**src/design/du_map_pkg.sv**
```systemverilog
/*
 * Debug unit register map
 *   Data, offset and address widths, breakpoint limit
 *   Bank field and register offset encodings
 *   Breakpoint condition codes
 *   Write bus and breakpoint configuration structs
 */

package du_map_pkg;

  // Widths of the debug port
  parameter int DU_XLEN         = 64;
  parameter int DU_ADDR_SIZE    = 12;
  parameter int DU_PLEN         = 64;
  parameter int MAX_BREAKPOINTS = 8;

  // Bank field, address bits above the register offset
  // Only the internal bank is decoded here
  typedef enum logic [DU_PLEN-DU_ADDR_SIZE-1:0] {
    DBG_INTERNAL = 'h0,
    DBG_GPRS     = 'h1,
    DBG_CSRS     = 'h2
  } du_bank_e;

  ////////////////////
  // Internal bank offsets
  typedef enum logic [DU_ADDR_SIZE-1:0] {
    DBG_CTRL    = 12'h000,
    DBG_HIT     = 12'h001,
    DBG_IE      = 12'h002,
    DBG_CAUSE   = 12'h003,
    DBG_BPCTRL0 = 12'h010,
    DBG_BPDATA0 = 12'h011,
    DBG_BPCTRL1 = 12'h012,
    DBG_BPDATA1 = 12'h013,
    DBG_BPCTRL2 = 12'h014,
    DBG_BPDATA2 = 12'h015,
    DBG_BPCTRL3 = 12'h016,
    DBG_BPDATA3 = 12'h017,
    DBG_BPCTRL4 = 12'h018,
    DBG_BPDATA4 = 12'h019,
    DBG_BPCTRL5 = 12'h01a,
    DBG_BPDATA5 = 12'h01b,
    DBG_BPCTRL6 = 12'h01c,
    DBG_BPDATA6 = 12'h01d,
    DBG_BPCTRL7 = 12'h01e,
    DBG_BPDATA7 = 12'h01f
  } du_reg_e;

  // Breakpoint condition, what the data word is compared to
  typedef enum logic [2:0] {
    CC_FETCH    = 3'd0,
    CC_LD_ADR   = 3'd1,
    CC_ST_ADR   = 3'd2,
    CC_LDST_ADR = 3'd3
  } bp_cc_e;

  ////////////////////
  // Registered write bus towards the internal bank
  typedef struct packed {
    logic                    we;
    logic [DU_ADDR_SIZE-1:0] addr;
    logic [DU_XLEN-1:0]      data;
  } du_wr_t;

  // One breakpoint setting
  typedef struct packed {
    logic               enabled;
    bp_cc_e             cc;
    logic [DU_XLEN-1:0] data;
  } bp_cfg_t;

endpackage

```
**src/design/du_cpu_pkg.sv**
```systemverilog
/*
 * CPU side of the debug unit
 *   Major opcode encodings used by the breakpoint logic
 *   Observation struct of fetch and memory stage signals
 */

package du_cpu_pkg;

  // Instruction bits 6 to 2
  typedef enum logic [4:0] {
    OPC_LOAD   = 5'b00000,
    OPC_STORE  = 5'b01000,
    OPC_BRANCH = 5'b11000
  } opcode_e;

  ////////////////////
  // Pipeline state seen by the debug unit
  typedef struct packed {
    // Fetch stage
    logic [du_map_pkg::DU_XLEN-1:0] if_pc;
    logic [31:0]                    if_instr;
    logic                           if_bubble;
    // Memory stage
    logic [31:0]                    mem_instr;
    logic                           mem_bubble;
    logic [15:0]                    mem_exception;
    logic [du_map_pkg::DU_XLEN-1:0] mem_memadr;
    logic                           dmem_ack;
    // Pipeline flushes
    logic                           bu_flush;
    logic                           st_flush;
  } cpu_obs_t;

endpackage

```
**src/design/bp_match.sv**
```systemverilog
/*
 * Single breakpoint comparator
 *   Fetch PC or data address against the configured word
 *   Load and store qualification of memory stage accesses
 */

`timescale 1ns/10ps

module bp_match (
  input  du_map_pkg::bp_cfg_t cfg,
  input  du_cpu_pkg::cpu_obs_t obs,
  output logic                hit
);
  import du_map_pkg::*;
  import du_cpu_pkg::*;

  logic mem_ok;
  logic mem_read;
  logic mem_write;
  logic pc_eq;
  logic adr_eq;

  // Memory stage carries a valid access
  assign mem_ok    = ~|obs.mem_exception & ~obs.mem_bubble;
  assign mem_read  = mem_ok & (obs.mem_instr[6:2] == OPC_LOAD);
  assign mem_write = mem_ok & (obs.mem_instr[6:2] == OPC_STORE);

  // Address compares
  assign pc_eq  = (obs.if_pc == cfg.data);
  assign adr_eq = (obs.mem_memadr == cfg.data);

  ////////////////////
  always_comb begin
    hit = 1'b0;
    if (cfg.enabled) begin
      case (cfg.cc)
        // Fetched instruction not being thrown away
        CC_FETCH:    hit = pc_eq & ~obs.bu_flush & ~obs.st_flush;
        CC_LD_ADR:   hit = adr_eq & obs.dmem_ack & mem_read;
        CC_ST_ADR:   hit = adr_eq & obs.dmem_ack & mem_write;
        CC_LDST_ADR: hit = adr_eq & obs.dmem_ack & (mem_read | mem_write);
        // Reserved codes never fire
        default:     hit = 1'b0;
      endcase
    end
  end

endmodule

```
**src/design/du_halt_ctrl.sv**
```systemverilog
/*
 * Halt control of the debug unit
 *   Instruction and branch break detection
 *   Sticky hit register, breakpoint output, stall and flush
 */

`timescale 1ns/10ps

module du_halt_ctrl #(
  parameter int BREAKPOINTS = 3
) (
  input  logic                                   clk,
  input  logic                                   rstn,
  input  du_map_pkg::du_wr_t                     wr,
  input  du_cpu_pkg::cpu_obs_t                   obs,
  input  logic [du_map_pkg::MAX_BREAKPOINTS-1:0] bp_hit,
  input  logic                                   instr_break_ena,
  input  logic                                   branch_break_ena,
  input  logic                                   dbg_stall,
  input  logic                                   ex_stall,
  input  logic [31:0]                            du_exceptions,
  output logic [9:0]                             hit_bits,
  output logic                                   dbg_bp,
  output logic                                   du_stall,
  output logic                                   du_stall_dly,
  output logic                                   du_flush
);
  import du_map_pkg::*;
  import du_cpu_pkg::*;

  logic                       instr_hit;
  logic                       branch_hit;
  logic                       hit_wr;
  logic                       instr_sticky;
  logic                       branch_sticky;
  logic [MAX_BREAKPOINTS-1:0] bp_sticky;

  // Break on every valid fetch, or on fetched branches only
  assign instr_hit  = instr_break_ena & ~obs.if_bubble;
  assign branch_hit = branch_break_ena & ~obs.if_bubble & (obs.if_instr[6:2] == OPC_BRANCH);
  assign hit_wr     = wr.we & (wr.addr == DBG_HIT);

  ////////////////////
  // Sticky hits, a debugger write replaces them
  always_ff @(posedge clk or negedge rstn) begin
    if (!rstn) begin
      instr_sticky  <= 1'b0;
      branch_sticky <= 1'b0;
    end else if (hit_wr) begin
      instr_sticky  <= wr.data[0];
      branch_sticky <= wr.data[1];
    end else begin
      if (instr_hit) instr_sticky <= 1'b1;
      if (branch_hit) branch_sticky <= 1'b1;
    end
  end

  for (genvar n = 0; n < MAX_BREAKPOINTS; n++) begin : gen_sticky
    if (n < BREAKPOINTS) begin : gen_impl
      always_ff @(posedge clk or negedge rstn) begin
        if (!rstn) bp_sticky[n] <= 1'b0;
        else if (hit_wr) bp_sticky[n] <= wr.data[n+4];
        else if (bp_hit[n]) bp_sticky[n] <= 1'b1;
      end
    end else begin : gen_absent
      assign bp_sticky[n] = 1'b0;
    end
  end

  assign hit_bits = {bp_sticky, branch_sticky, instr_sticky};

  ////////////////////
  // Stall straight from the debugger, flush when it lets go
  assign du_stall = dbg_stall;
  assign du_flush = du_stall_dly & ~dbg_stall & |du_exceptions;

  always_ff @(posedge clk or negedge rstn) begin
    if (!rstn) begin
      du_stall_dly <= 1'b0;
      dbg_bp       <= 1'b0;
    end else begin
      du_stall_dly <= du_stall;
      // Hold off while the pipeline is stalled or flushing
      dbg_bp <= ~ex_stall & ~du_stall & ~du_flush & ~obs.bu_flush & ~obs.st_flush &
                (|du_exceptions | |hit_bits);
    end
  end

  // Flush only on the falling edge of the stall
  a_flush_on_release : assert property (@(posedge clk) disable iff (!rstn)
    du_flush |-> !dbg_stall && $past(dbg_stall));

endmodule

```
**src/design/du_port.sv**
```systemverilog
/*
 * Debugger port of the debug unit
 *   Strobe edge detection and bank decode
 *   Registered write bus, acknowledge shifter, read data register
 */

`timescale 1ns/10ps

module du_port (
  input  logic                           clk,
  input  logic                           rstn,
  input  logic                           dbg_strb,
  input  logic                           dbg_we,
  input  logic                           dbg_stall,
  input  logic                           ex_stall,
  input  logic [du_map_pkg::DU_PLEN-1:0] dbg_addr,
  input  logic [du_map_pkg::DU_XLEN-1:0] dbg_dati,
  input  logic [du_map_pkg::DU_XLEN-1:0] rdata,
  output du_map_pkg::du_wr_t             wr,
  output logic [du_map_pkg::DU_XLEN-1:0] dbg_dato,
  output logic                           dbg_ack
);
  import du_map_pkg::*;

  du_bank_e                bank;
  logic                    sel_internal;
  logic                    strb_dly;
  logic                    access;
  logic                    first_we;
  logic [2:0]              ack_sr;
  logic                    wr_we;
  logic [DU_ADDR_SIZE-1:0] wr_addr;
  logic [DU_XLEN-1:0]      wr_data;

  ////////////////////
  // Address decode
  assign bank         = du_bank_e'(dbg_addr[DU_PLEN-1:DU_ADDR_SIZE]);
  assign sel_internal = (bank == DBG_INTERNAL);

  // Other banks only answer while the CPU is stalled
  assign access   = dbg_strb & (dbg_stall | sel_internal);
  // First strobe cycle of a write
  assign first_we = access & ~strb_dly & dbg_we;

  always_ff @(posedge clk or negedge rstn) begin
    if (!rstn) begin
      strb_dly <= 1'b0;
      wr_we    <= 1'b0;
    end else begin
      strb_dly <= dbg_strb;
      wr_we    <= first_we & sel_internal;
    end
  end

  // Offset and data follow the port every cycle
  always_ff @(posedge clk) begin
    wr_addr <= dbg_addr[DU_ADDR_SIZE-1:0];
    wr_data <= dbg_dati;
  end

  assign wr = '{we: wr_we, addr: wr_addr, data: wr_data};

  ////////////////////
  // Ack shifter, fills from the top while the access lasts
  // Frozen while the execute stage stalls
  always_ff @(posedge clk or negedge rstn) begin
    if (!rstn) begin
      ack_sr <= 3'b000;
    end else if (!ex_stall) begin
      ack_sr <= {3{access & ~dbg_ack}} & {1'b1, ack_sr[2:1]};
    end
  end

  assign dbg_ack = ack_sr[0];

  // Read data, zero outside the internal bank
  always_ff @(posedge clk) begin
    dbg_dato <= sel_internal ? rdata : '0;
  end

  // Ack is a single pulse, the debugger has to drop the strobe
  a_ack_pulse : assert property (@(posedge clk) disable iff (!rstn)
    dbg_ack |=> !dbg_ack);

endmodule

```
**src/design/du_regs.sv**
```systemverilog
/*
 * Register bank of the debug unit
 *   Break enables, interrupt enable and cause registers
 *   Breakpoint control and data pairs
 *   Internal read multiplexer
 */

`timescale 1ns/10ps

module du_regs #(
  parameter int BREAKPOINTS = 3
) (
  input  logic                           clk,
  input  logic                           rstn,
  input  du_map_pkg::du_wr_t             wr,
  input  logic [31:0]                    du_exceptions,
  input  logic [9:0]                     hit_bits,
  output logic                           instr_break_ena,
  output logic                           branch_break_ena,
  output du_map_pkg::bp_cfg_t            cfg [du_map_pkg::MAX_BREAKPOINTS],
  output logic [31:0]                    du_ie,
  output logic [du_map_pkg::DU_XLEN-1:0] rdata
);
  import du_map_pkg::*;

  logic [31:0]                ie;
  logic [DU_XLEN-1:0]         cause;
  logic [3:0]                 trap_idx;
  logic [3:0]                 irq_idx;
  logic [MAX_BREAKPOINTS-1:0] implemented;
  logic [MAX_BREAKPOINTS-1:0] en_mask;

  ////////////////////
  // Control and interrupt enable
  always_ff @(posedge clk or negedge rstn) begin
    if (!rstn) begin
      instr_break_ena  <= 1'b0;
      branch_break_ena <= 1'b0;
      ie               <= '0;
    end else if (wr.we) begin
      if (wr.addr == DBG_CTRL) begin
        instr_break_ena  <= wr.data[0];
        branch_break_ena <= wr.data[1];
      end
      if (wr.addr == DBG_IE) ie <= wr.data[31:0];
    end
  end

  assign du_ie = ie;

  // Lowest pending trap and interrupt
  always_comb begin
    trap_idx = '0;
    irq_idx  = '0;
    for (int i = 15; i >= 0; i--) begin
      if (du_exceptions[i]) trap_idx = 4'(i);
      if (du_exceptions[i+16]) irq_idx = 4'(i);
    end
  end

  // Cause, debugger write first, then traps, then interrupts
  always_ff @(posedge clk or negedge rstn) begin
    if (!rstn) begin
      cause <= '0;
    end else if (wr.we && wr.addr == DBG_CAUSE) begin
      cause <= wr.data;
    end else if (|du_exceptions[15:0]) begin
      cause <= DU_XLEN'(trap_idx);
    end else if (|du_exceptions[31:16]) begin
      cause <= {1'b1, (DU_XLEN-1)'(irq_idx)};
    end
  end

  ////////////////////
  // Breakpoint pairs, only the first BREAKPOINTS exist
  for (genvar n = 0; n < MAX_BREAKPOINTS; n++) begin : gen_bp
    if (n < BREAKPOINTS) begin : gen_impl
      logic               en_q;
      bp_cc_e             cc_q;
      logic [DU_XLEN-1:0] data_q;

      always_ff @(posedge clk or negedge rstn) begin
        if (!rstn) begin
          en_q   <= 1'b0;
          cc_q   <= CC_FETCH;
          data_q <= '0;
        end else if (wr.we) begin
          if (wr.addr == DU_ADDR_SIZE'(DBG_BPCTRL0 + 2 * n)) begin
            en_q <= wr.data[1];
            cc_q <= bp_cc_e'(wr.data[6:4]);
          end
          if (wr.addr == DU_ADDR_SIZE'(DBG_BPDATA0 + 2 * n)) data_q <= wr.data;
        end
      end

      assign cfg[n]         = '{enabled: en_q, cc: cc_q, data: data_q};
      assign implemented[n] = 1'b1;
    end else begin : gen_absent
      assign cfg[n]         = '0;
      assign implemented[n] = 1'b0;
    end
    assign en_mask[n] = cfg[n].enabled;
  end

  ////////////////////
  // Read mux on the registered offset
  always_comb begin
    rdata = '0;
    case (wr.addr)
      DBG_CTRL:  rdata[1:0]  = {branch_break_ena, instr_break_ena};
      DBG_HIT:   rdata[11:0] = {hit_bits[9:2], 2'b00, hit_bits[1:0]};
      DBG_IE:    rdata[31:0] = ie;
      DBG_CAUSE: rdata       = cause;
      default: begin
        for (int n = 0; n < MAX_BREAKPOINTS; n++) begin
          if (wr.addr == DU_ADDR_SIZE'(DBG_BPCTRL0 + 2 * n))
            rdata[6:0] = {cfg[n].cc, 2'b00, cfg[n].enabled, implemented[n]};
          if (wr.addr == DU_ADDR_SIZE'(DBG_BPDATA0 + 2 * n))
            rdata = cfg[n].data;
        end
      end
    endcase
  end

  // Missing breakpoints stay disabled whatever the debugger writes
  a_no_ghost_bp : assert property (@(posedge clk) disable iff (!rstn)
    (en_mask & ~implemented) == '0);

endmodule

```
**src/design/du_top.sv**
```systemverilog
/*
 * Debug unit top level
 *   Debugger port, register bank, halt control
 *   Array of breakpoint comparators
 */

`timescale 1ns/10ps

module du_top #(
  parameter int BREAKPOINTS = 3
) (
  input  logic                           clk,
  input  logic                           rstn,
  // Debugger side
  input  logic                           dbg_stall,
  input  logic                           dbg_strb,
  input  logic                           dbg_we,
  input  logic [du_map_pkg::DU_PLEN-1:0] dbg_addr,
  input  logic [du_map_pkg::DU_XLEN-1:0] dbg_dati,
  output logic [du_map_pkg::DU_XLEN-1:0] dbg_dato,
  output logic                           dbg_ack,
  output logic                           dbg_bp,
  // CPU side
  output logic                           du_stall,
  output logic                           du_stall_dly,
  output logic                           du_flush,
  output logic [31:0]                    du_ie,
  input  du_cpu_pkg::cpu_obs_t           obs,
  input  logic                           ex_stall,
  input  logic [31:0]                    du_exceptions
);
  import du_map_pkg::*;

  du_wr_t                     wr;
  logic [DU_XLEN-1:0]         rdata;
  logic [9:0]                 hit_bits;
  logic                       instr_break_ena;
  logic                       branch_break_ena;
  bp_cfg_t                    cfg [MAX_BREAKPOINTS];
  logic [MAX_BREAKPOINTS-1:0] bp_hit;

  du_port u_port (
    .clk, .rstn, .dbg_strb, .dbg_we, .dbg_stall, .ex_stall,
    .dbg_addr, .dbg_dati, .rdata, .wr, .dbg_dato, .dbg_ack
  );

  du_regs #(.BREAKPOINTS(BREAKPOINTS)) u_regs (
    .clk, .rstn, .wr, .du_exceptions, .hit_bits,
    .instr_break_ena, .branch_break_ena, .cfg, .du_ie, .rdata
  );

  ////////////////////
  // One comparator per implemented breakpoint
  for (genvar n = 0; n < MAX_BREAKPOINTS; n++) begin : gen_match
    if (n < BREAKPOINTS) begin : gen_impl
      bp_match u_match (
        .cfg (cfg[n]),
        .obs (obs),
        .hit (bp_hit[n])
      );
    end else begin : gen_absent
      assign bp_hit[n] = 1'b0;
    end
  end

  du_halt_ctrl #(.BREAKPOINTS(BREAKPOINTS)) u_halt (
    .clk, .rstn, .wr, .obs, .bp_hit, .instr_break_ena, .branch_break_ena,
    .dbg_stall, .ex_stall, .du_exceptions, .hit_bits,
    .dbg_bp, .du_stall, .du_stall_dly, .du_flush
  );

endmodule

```
**config.mk**
```make
export PLATFORM = sky130hd
export DESIGN_NAME = du_top
export DESIGN_NICKNAME = d
export VERILOG_FILES = /design/src/design/du_map_pkg.sv /design/src/design/du_cpu_pkg.sv /design/src/design/bp_match.sv /design/src/design/du_halt_ctrl.sv /design/src/design/du_port.sv /design/src/design/du_regs.sv /design/src/design/du_top.sv
export SDC_FILE = /design/constraint.sdc
export NUM_CORES = 1
export LEC_CHECK = 0
export BUFFER_PORTS_ARGS = -buffer_cell sky130_fd_sc_hd__buf_4
export CAP_MARGIN = 20
export CORE_ASPECT_RATIO = 1.1
export CORE_UTILIZATION = 50
export CTS_BUF_LIST = sky130_fd_sc_hd__clkbuf_4 sky130_fd_sc_hd__clkbuf_8 sky130_fd_sc_hd__clkbuf_16
export DETAILED_ROUTE_END_ITERATION = 10
export PLACE_DENSITY = 0.73
export SYNTH_ARGS = -nofsm -noshare
export SYNTH_HDL_FRONTEND = slang
export SYNTH_SLANG_ARGS = --single-unit
```
**constraint.sdc**
```tcl
create_clock -name clk -period 4.5 [get_ports clk]
set_clock_uncertainty 0.2 [all_clocks]
set_input_delay 0.225 -clock clk [delete_from_list [all_inputs] [get_ports clk]]
set_output_delay 0.225 -clock clk [all_outputs]
set_load 0.1 [all_outputs]
```
* After elaboration in Yosys (flattened, before gate mapping) *
Cells that the tools add are included.

word-level totals
  logic and storage cells = 214
  ROM bits = 0
  bits in latches = 0
  memories = 0
  output and inout port bits = 101
  bits of input ports = 379
  register bits after elaboration = 454
  memory bits (writable) = 0

operators by class
  $lt $le $gt $ge = 0
  shift-type cells = 0
  multiplexer cells = 72
  $mul = 0
  add/subtract/negate cells = 0
  equality and inequality tests = 36
  reduce and logical (&&, ||, !) cells = 30
  div/mod/pow operators = 0
  bitwise gates (word level) = 50

operators with widths
  cell                                                              count
  64-bit two-way mux                                                12
  64-bit == test                                                    6
  12-bit by 5-bit == test with 1-bit output, second input constant  16
  4-bit two-way mux                                                 32
  32-bit case mux with 2 select lines                               1
  20-bit case mux with 3 select lines                               1
  7-bit two-way mux                                                 8
  52-bit zero test                                                  1
  16-bit OR reduction                                               3
  10-bit case mux with 4 select lines                               1
  1-bit bitwise AND                                                 37
  32-bit OR reduction                                               1
  12-bit by 2-bit == test with 1-bit output, second input constant  2
  3-bit by 2-bit == test with 1-bit output, second input constant   6
  2-bit AND reduction                                               8
  1-bit two-way mux                                                 13
  12-bit by 1-bit == test with 1-bit output, second input constant  1
  12-bit zero test                                                  1
  1-bit case mux with 4 select lines                                3
  2-bit nonzero test                                                5
  3-bit by 1-bit == test with 1-bit output, second input constant   3
  3-bit zero test                                                   3
  1-bit NOT                                                         9
  2-bit case mux with 4 select lines                                1
  other kinds (12)                                                  14

* Longest topological paths before layout *
Gate-level depths: netlist (run 1).

  depth after elaboration = 19
  depth in mapped cells = 9

* By module *
From an unflattened synthesis (run 1), not the netlist that was laid out.

unflattened totals
  cells, all modules = 2275
  area, all modules = 25062.8 um^2

modules (own cells, without submodules)
  module        area an instance (um^2)  cells an instance  times used
  du_regs       16205.5                  1347               1
  bp_match      1576.5                   204                3
  du_port       3614.7                   258                1
  du_halt_ctrl  509.2                    57                 1
  du_top        3.8                      1                  1

* Worst setup path before layout (run 1) *
No wires, ideal clock.

  path type = register to output
  start = register u_halt.du_stall_dly
  end = output du_flush
  arrival time = 3.222 ns
  required time = 4.075 ns
  cell stages (with the launch flop) = 2
  setup slack = 0.853 ns
  path through = dfrtp_1 > nor3b_1

between the ends
  longest elaborated chain between the ends = 2

RTL lines
  element                         line                text
  from (decl)                     du_halt_ctrl.sv:25  output logic du_stall_dly,
  from (signal assigned)          du_halt_ctrl.sv:82  du_stall_dly <= du_stall;
  1-bit bitwise AND (2 in a row)  du_halt_ctrl.sv:75  assign du_flush = du_stall_dly & ~dbg_stall & |du_exceptions;
  to (decl)                       du_top.sv:26        output logic du_flush,

Every way passes these cells.

* Worst setup path in the final report (run 1) *
  start = register u_port.wr_addr[11]
  end = register u_regs.cause[3]

between the ends
  longest elaborated chain between the ends = 3
  elaborated cells between the ends (all ways) = 4
  those cells by class = 1 x eq/ne; 1 x mux; 2 x reduce/logical

RTL lines
  element                                                                    line           text
  from (decl)                                                                du_port.sv:32  logic [DU_ADDR_SIZE-1:0] wr_addr;
  from (signal assigned)                                                     du_port.sv:57  wr_addr <= dbg_addr[DU_ADDR_SIZE-1:0];
  12-bit by 2-bit == test with 1-bit output *                                du_regs.sv:65  end else if (wr.we && wr.addr == DBG_CAUSE) begin
  1-bit logical AND *                                                        du_regs.sv:65
  3-bit nonzero test (no line) / 64-bit two-way mux (equally long branches)  n/a
  to (signal assigned)                                                       du_regs.sv:66  cause <= wr.data;
  to (signal assigned)                                                       du_regs.sv:68  cause <= DU_XLEN'(trap_idx);
  to (signal assigned)                                                       du_regs.sv:70  cause <= {1'b1, (DU_XLEN-1)'(irq_idx)};
  to (decl)                                                                  du_regs.sv:27  logic [DU_XLEN-1:0] cause;

Every way passes the cells marked *; elsewhere a longest branch is shown, timed or not.
A chain may end at the register's enable or synchronous reset.

==> impl_metrics.json, run 1 <==
{
  "status": "completed",
  "r2r_cells": 10,
  "layout_common_cells": "buf_4 (439), dfrtp_1 (314), mux2_2 (209)",
  "vias": 19160,
  "critPathKind": "flop to flop",
  "crit_fanout": 65,
  "dpl.hpwl_um": 70730,
  "ys.warnings.count": 0,
  "antenna_found_initial": 5,
  "place_congestion": 1.050,
  "worstSetupEndpointType": "flop",
  "drive_gt1_frac": 0.3065,
  "grt_usage": 0.4368,
  "reg2reg_slack_ns": 0.71,
  "post_cts_buffers": 0,
  "syn_inst": 1926,
  "drv_cap": 0,
  "synth_edf_count": 0,
  "relSlewSlack": 0.2089,
  "ys_ff_latch": 454,
  "finalNetCount": 2814,
  "crit_arrival_ns": 4.06,
  "period_minus_slack_ns": 3.790,
  "fin_cells": 3041,
  "final_common_cell": "buf_4",
  "ys_types": 56,
  "grt-ovfl-total": 0,
  "wl_per_cell_um": 31.53,
  "power.density_nw_per_um2": 321.6,
  "cp_data_required_time_ns": 4.77,
  "r2r_end": "u_regs.cause[3]",
  "final_max_slew_viol_count": 0,
  "io_buffer_count": 425,
  "fin_setup_tns_ns": 0,
  "vias_per_cell": 6.300,
  "boundaryPins": 480,
  "synth_flop_cell": "dfrtp_1",
  "insertion_delay_ns": 0.58,
  "syn_area_um2": 21470,
  "synth_nets": 2305,
  "drc": 0,
  "startpoint": "u_port.wr_addr[11]",
  "p_leak_nw": 12.98,
  "hold_class": "primary input to flop",
  "rows": 79,
  "setup-violations-final": 0,
  "syn_to_final_growth_pct": 29.27,
  "hold_path.startpoint": "du_exceptions[25]",
  "grt_pass1_vias": 19280,
  "worstMarginPinSlew_ns": 1.187,
  "syn_area_per_cell_um2": 11.15,
  "final.period_utilization": 0.8422,
  "initial_core_util": 0.5076,
  "drt-pass1-iter-count": 9,
  "reg2reg_from": "u_port.wr_addr[11]",
  "ys_seq_area_frac": 0.4964,
  "max_freq_ghz": 0.2639,
  "clk_pin_slew_worst_paths_ns": 0.06,
  "setup.worst_path.end": "u_regs.cause[3]",
  "die_x_um": 199.6,
  "ir_worst_vdd_mv": 0.3149,
  "grt_max_degree": 111,
  "cts_buffer_depth": 3,
  "route.antenna.remaining_nets": 0,
  "synth-async-reset-ratio": 0.6916,
  "cts_made_buffers": 46,
  "initialDrtViolationCount": 2181,
  "fp.dieArea_um2": 43780,
  "rsz0062_at_grt": "false",
  "hold_violations": 0,
  "htree_levels": 2,
  "routed_wirelength_um": 95880,
  "cp-start-kind": "flop",
  "core_area_um2": 42310,
  "tritoncts": "done",
  "grt_pass1_wl_um": 133800,
  "numPlacedInstances": 2852,
  "clock-root-buffer": "clkbuf_16",
  "die-height_um": 219.4,
  "cts_sinks": 454
}
final cells by class:
type                    instances  area [µm²]
well taps                     567       709.4
clock inverters                19       209.0
repair buffers                547        4432
fillers                      3183       14550
inverters                      31       116.4
diodes                          1       2.502
multi-input cells            1355       10270
flip-flops and latches        454       10660
clock buffers                  67        1364
worst max-delay path: stages, from the launching register on:
cell,delay (ns)
dfxtp_1,0.30
or4_4,0.59
nor3_4,0.19
nand2_1,0.23
nor2_4,0.21
buf_12,0.37
and2_2,0.23
buf_4,0.44
a211oi_1,0.13
dlygate4sd3_1,0.61
a21o_1,0.16
stage by stage:
step | setup slack [ns] | hold WS [ns] | util | power [mW] | instance area (µm²)
floorplan | 0.8530 | -0.2706 | - | 4.396 | 21470
CTS | 0.7858 | 0.006799 | 0.6561 | 8.917 | 27760
finish | 0.7102 | 0.03176 | 0.6562 | 8.927 | 27760
detailed placement | 1.221 | 0.1306 | 0.5948 | 4.931 | 25160
global placement | 1.333 | 0.1297 | 0.5948 | 4.923 | 25160
global route | 0.6102 | 0.07609 | 0.6562 | 9.117 | 27760
cell usage after synthesis, types with 3 or more instances:
cell type | number | area share
a2111oi_0 | 9 | 0.0037
a211oi_1 | 3 | 0.0010
a21oi_1 | 48 | 0.011
a221oi_1 | 7 | 0.0029
a222oi_1 | 36 | 0.017
a22o_1 | 6 | 0.0024
a22oi_1 | 57 | 0.020
a31oi_1 | 33 | 0.0096
buf_1 | 6 | 0.0010
buf_2 | 55 | 0.013
buf_4 | 6 | 0.0021
buf_6 | 6 | 0.0031
clkbuf_1 | 13 | 0.0023
dfrtp_1 | 314 | 0.37
dfxtp_1 | 140 | 0.13
inv_1 | 31 | 0.0054
mux2_1 | 37 | 0.019
mux2_2 | 209 | 0.11
mux2i_1 | 3 | 0.0014
nand2_1 | 204 | 0.036
nand2_2 | 5 | 0.0015
nand2b_1 | 5 | 0.0015
nand3_1 | 65 | 0.015
nand3b_1 | 5 | 0.0017
nand4_1 | 60 | 0.017
nor2_1 | 27 | 0.0047
nor2b_1 | 6 | 0.0017
nor3_1 | 19 | 0.0044
nor3b_1 | 3 | 0.0010
nor4_1 | 82 | 0.024
o21ai_0 | 18 | 0.0042
o22ai_1 | 8 | 0.0023
o31ai_1 | 3 | 0.0010
or4_1 | 7 | 0.0024
xnor2_1 | 167 | 0.068
xor2_1 | 194 | 0.079
logic make-up (layout without fill, tap and decap cells):
logic type                after synthesis  count (layout)  synth area share
xor gates and xnor gates              361             361            0.1472
other                                   0               1                 0
and+or+nand+nor                       500             500            0.1171
muxes                                 249             249            0.1304
DFF                                   454             454            0.4964
AOI/OAI and AO/OA                     245             245           0.08204
buffers and inverters                 117             664           0.02680
repair_timing:
item / in CTS / in global routing
hold endpoints to repair: 197 / 0
endpoints found under the setup margin: 0 / 0
resized for setup: 0 / 0
hold buffers: 102 / 0
registers in the layout (all words and copies together), names as in the netlist, 9 cells and up:
name                           count
u_regs.gen_bp.gen_impl.data_q    192
u_port.dbg_dato                   64
u_port.wr_data                    64
u_regs.cause                      64
u_regs.du_ie                      32
u_port.wr_addr                    12
u_regs.gen_bp.gen_impl.cc_q        9
how the worst min path moves through the flow:
stage | end | cells after the start | slack, ns
3_3_place_gp | u_port.wr_addr[6] | 1 | 0.13
2_1_floorplan | u_halt.branch_sticky | 0 | -0.27
6_report | u_regs.cause[63] | 5 | 0.03
4_1_cts | u_regs.cause[63] | 5 | 0.007
5_1_grt | u_port.wr_data[59] | 2 | 0.08
3_5_place_dp | u_port.wr_data[9] | 1 | 0.13
routing by layer:
| layer | vias up | track usage | share of wire | wire, µm |
|---|---|---|---|---|
| li1 | 7971 | - | - | - |
| met1 | 9479 | 0.5391 | 0.37 | 35720 |
| met2 | 1405 | 0.7352 | 0.48 | 46150 |
| met3 | 300 | 0.07500 | 0.087 | 8328 |
| met4 | 4 | 0.2165 | 0.059 | 5653 |
| met5 | - | 0 | 0.00030 | 29 |
power by group:
part | internal [mW] | switching [mW]
Clock | 2.30 | 1.68
Combinational | 0.356 | 0.433
Sequential | 4.10 | 0.0560
Total | 6.76 | 2.17
No activity file was read; power rests on OpenSTA's default activity.
==> run 2: changes to the inputs <==
CORE_UTILIZATION = 49   (was 50)
PLACE_DENSITY = 0.74   (was 0.73)
clock period = 3.17 ns   (was 4.5 ns; I/O delays follow)
==> run 2 against run 1 <==
Cell area rose by 1.2%. Global-route usage fell by 1.5 points. Routed wire length fell by 1.3%. Sequential power up 42%. Combinational power grew 43%. Die area increased by 2.0%. Register-to-register slack got worse by 0.61 ns. Critical path depth did not move. Worst setup slack worse by 0.68 ns. Clock-buffer cell count up 4. Clock power is 35% higher. Critical endpoint is now u_regs.cause[0].
==> impl_metrics.json, run 2 (synthesis results as in run 1) <==
{
  "r2r_end": "u_regs.cause[0]",
  "total_power_mw": 12.42,
  "cts_buffer_depth": 3,
  "cp_cell_sequence": "buf_4, or4_1, nor4b_4, nand3_2, nor2_1, dlygate4sd3_1, o311ai_0, dlygate4sd3_1, a21oi_1, dlygate4sd3_1",
  "drc": 0,
  "critPathMaxStageDelay_ns": 0.59,
  "routed_wirelength_um": 94610,
  "status": "completed",
  "initialDrtViolationCount": 1982,
  "drt-pass1-iter-count": 8,
  "worstSetupEndpointType": "flop",
  "rsz0062_at_grt": "true",
  "boundaryPins": 480,
  "grt-ovfl-total": 0,
  "die_x_um": 201.6,
  "power.density_nw_per_um2": 441.9,
  "cts_made_buffers": 46,
  "worstMarginPinSlew_ns": 0.8684,
  "reg2reg_slack_ns": 0.10,
  "grt_pass1_wl_um": 135000,
  "relSlewSlack": 0.4211,
  "drive_gt1_frac": 0.3166,
  "critPathKind": "primary input to flop",
  "core_area_um2": 43340,
  "p_leak_nw": 13.16,
  "drv_cap": 0,
  "place_congestion": 1.077,
  "cp_data_required_time_ns": 3.48,
  "finalNetCount": 2849,
  "syn_to_final_growth_pct": 30.87,
  "worst_path_dominant_cell_family": "buffers and inverters",
  "clk_pin_slew_worst_paths_ns": 0.06,
  "final_common_cell": "buf_4",
  "largest_register": "u_regs.gen_bp.gen_impl.data_q",
  "cp-start-kind": "primary input",
  "hold_violations": 0,
  "top_layer": "met5",
  "vias_per_cell": 6.168,
  "r2r_cells": 9,
  "insertion_delay_ns": 0.59,
  "hold-worst-slack_ns": 0.01627,
  "initial_core_util": 0.4955,
  "final.period_utilization": 0.9913,
  "route.antenna.remaining_nets": 0,
  "rows": 80,
  "post-route-util": 0.6484,
  "diodes": 0,
  "tritoncts": "done",
  "setup-violations-final": 0,
  "grt_pass1_vias": 19350,
  "num-fill-cells": 3309,
  "cp_num_buf_inv": 4,
  "final_max_slew_viol_count": 0,
  "critPathSlowestCell": "or4_1",
  "cp_common_cell": "dlygate4sd3_1",
  "met3_length_um": 7629,
  "fp.dieArea_um2": 44670,
  "reg2reg_from": "u_port.wr_addr[11]",
  "post_cts_buffers": 0,
  "max_freq_ghz": 0.3182,
  "largest_register_ffs": 192,
  "grt_usage": 0.4218,
  "dpl.hpwl_um": 72390,
  "period_minus_slack_ns": 3.143,
  "io_buffer_count": 425,
  "vias": 19010,
  "met1_length_um": 35850,
  "htree_levels": 2,
  "postLayoutSetupSlackWorst_ns": 0.02746,
  "antenna_found_initial": 1,
  "crit_arrival_ns": 3.45,
  "cts_sinks": 454,
  "pre_cts_ws_ns": 0.4419,
  "layout_common_cells": "buf_4 (462), dfrtp_1 (314), mux2_2 (209)",
  "grt_max_degree": 99,
  "crit_fanout": 3,
  "ir_worst_vdd_mv": 0.4303,
  "routed-wl-met2_um": 46230,
  "wl_per_cell_um": 30.70,
  "clock-root-buffer": "clkbuf_16",
  "hold_class": "primary input to async pin",
  "die-height_um": 221.6
}
[run 2: cell types whose count changed in the layout (fill, tap and decap cells not counted), moves of 2 or more]
cell,change
dlygate4sd3_1,+2
buf_4,+23
clkbuf_8,+4
bufinv_16,-3
clkinv_2,+3
buf_12,+10
[run 2: cell type report]
cell class / count / area, µm² / share of cell area
Sequential cell: 454 / 10660 / 0.3793
Multi-Input combinational cell: 1355 / 10280 / 0.3658
Timing Repair Buffer: 582 / 4825 / 0.1717
Clock buffer: 71 / 1401 / 0.04986
Tap cell: 574 / 718.2 / 0.02555
Inverter: 31 / 116.4 / 0.004140
Clock inverter: 15 / 102.6 / 0.003651
[run 2: repair_timing]
action                                  in CTS  in global routing
gates resized for setup                      0                  3
endpoints found under the setup margin       0                  2
hold buffers                               104                  0
endpoints found under the hold margin      243                  0
[run 2: report_power, final]
group / switching (mW) / total [mW] / internal [mW]
registers: 0.0753 / 5.90 / 5.83
clock network: 2.32 / 5.39 / 3.07
logic: 0.615 / 1.13 / 0.517
[run 2: metrics by stage]
step                      instances  area, µm²  setup TNS (ns)
final                          3082      28100               0
after global routing           3082      28100        -0.05949
after CTS                      3082      28090               0
after detailed placement       2892      25540               0
after global placement         2892      25540               0
after floorplan                1926      21480               0
[run 2: routing by layer]
layer,vias to the layer above,track usage
met3,209,0.06687
li1,8052,-
met4,2,0.1826
met5,-,0
met1,9530,0.5253
met2,1217,0.7236
[run 2: how the worst max path moves through the flow]
stage	startpoint	to	slack (ns)	depth (start not counted)
final	du_exceptions[13]	u_regs.cause[0]	0.03	10
after global routing	du_exceptions[13]	u_regs.cause[0]	-0.06	10
after floorplan	u_halt.du_stall_dly	du_flush	0.55	1
after global placement	du_exceptions[13]	u_regs.cause[0]	0.48	8
after CTS	du_exceptions[13]	u_regs.cause[0]	0.03	10
after detailed placement	du_exceptions[13]	u_regs.cause[0]	0.44	8
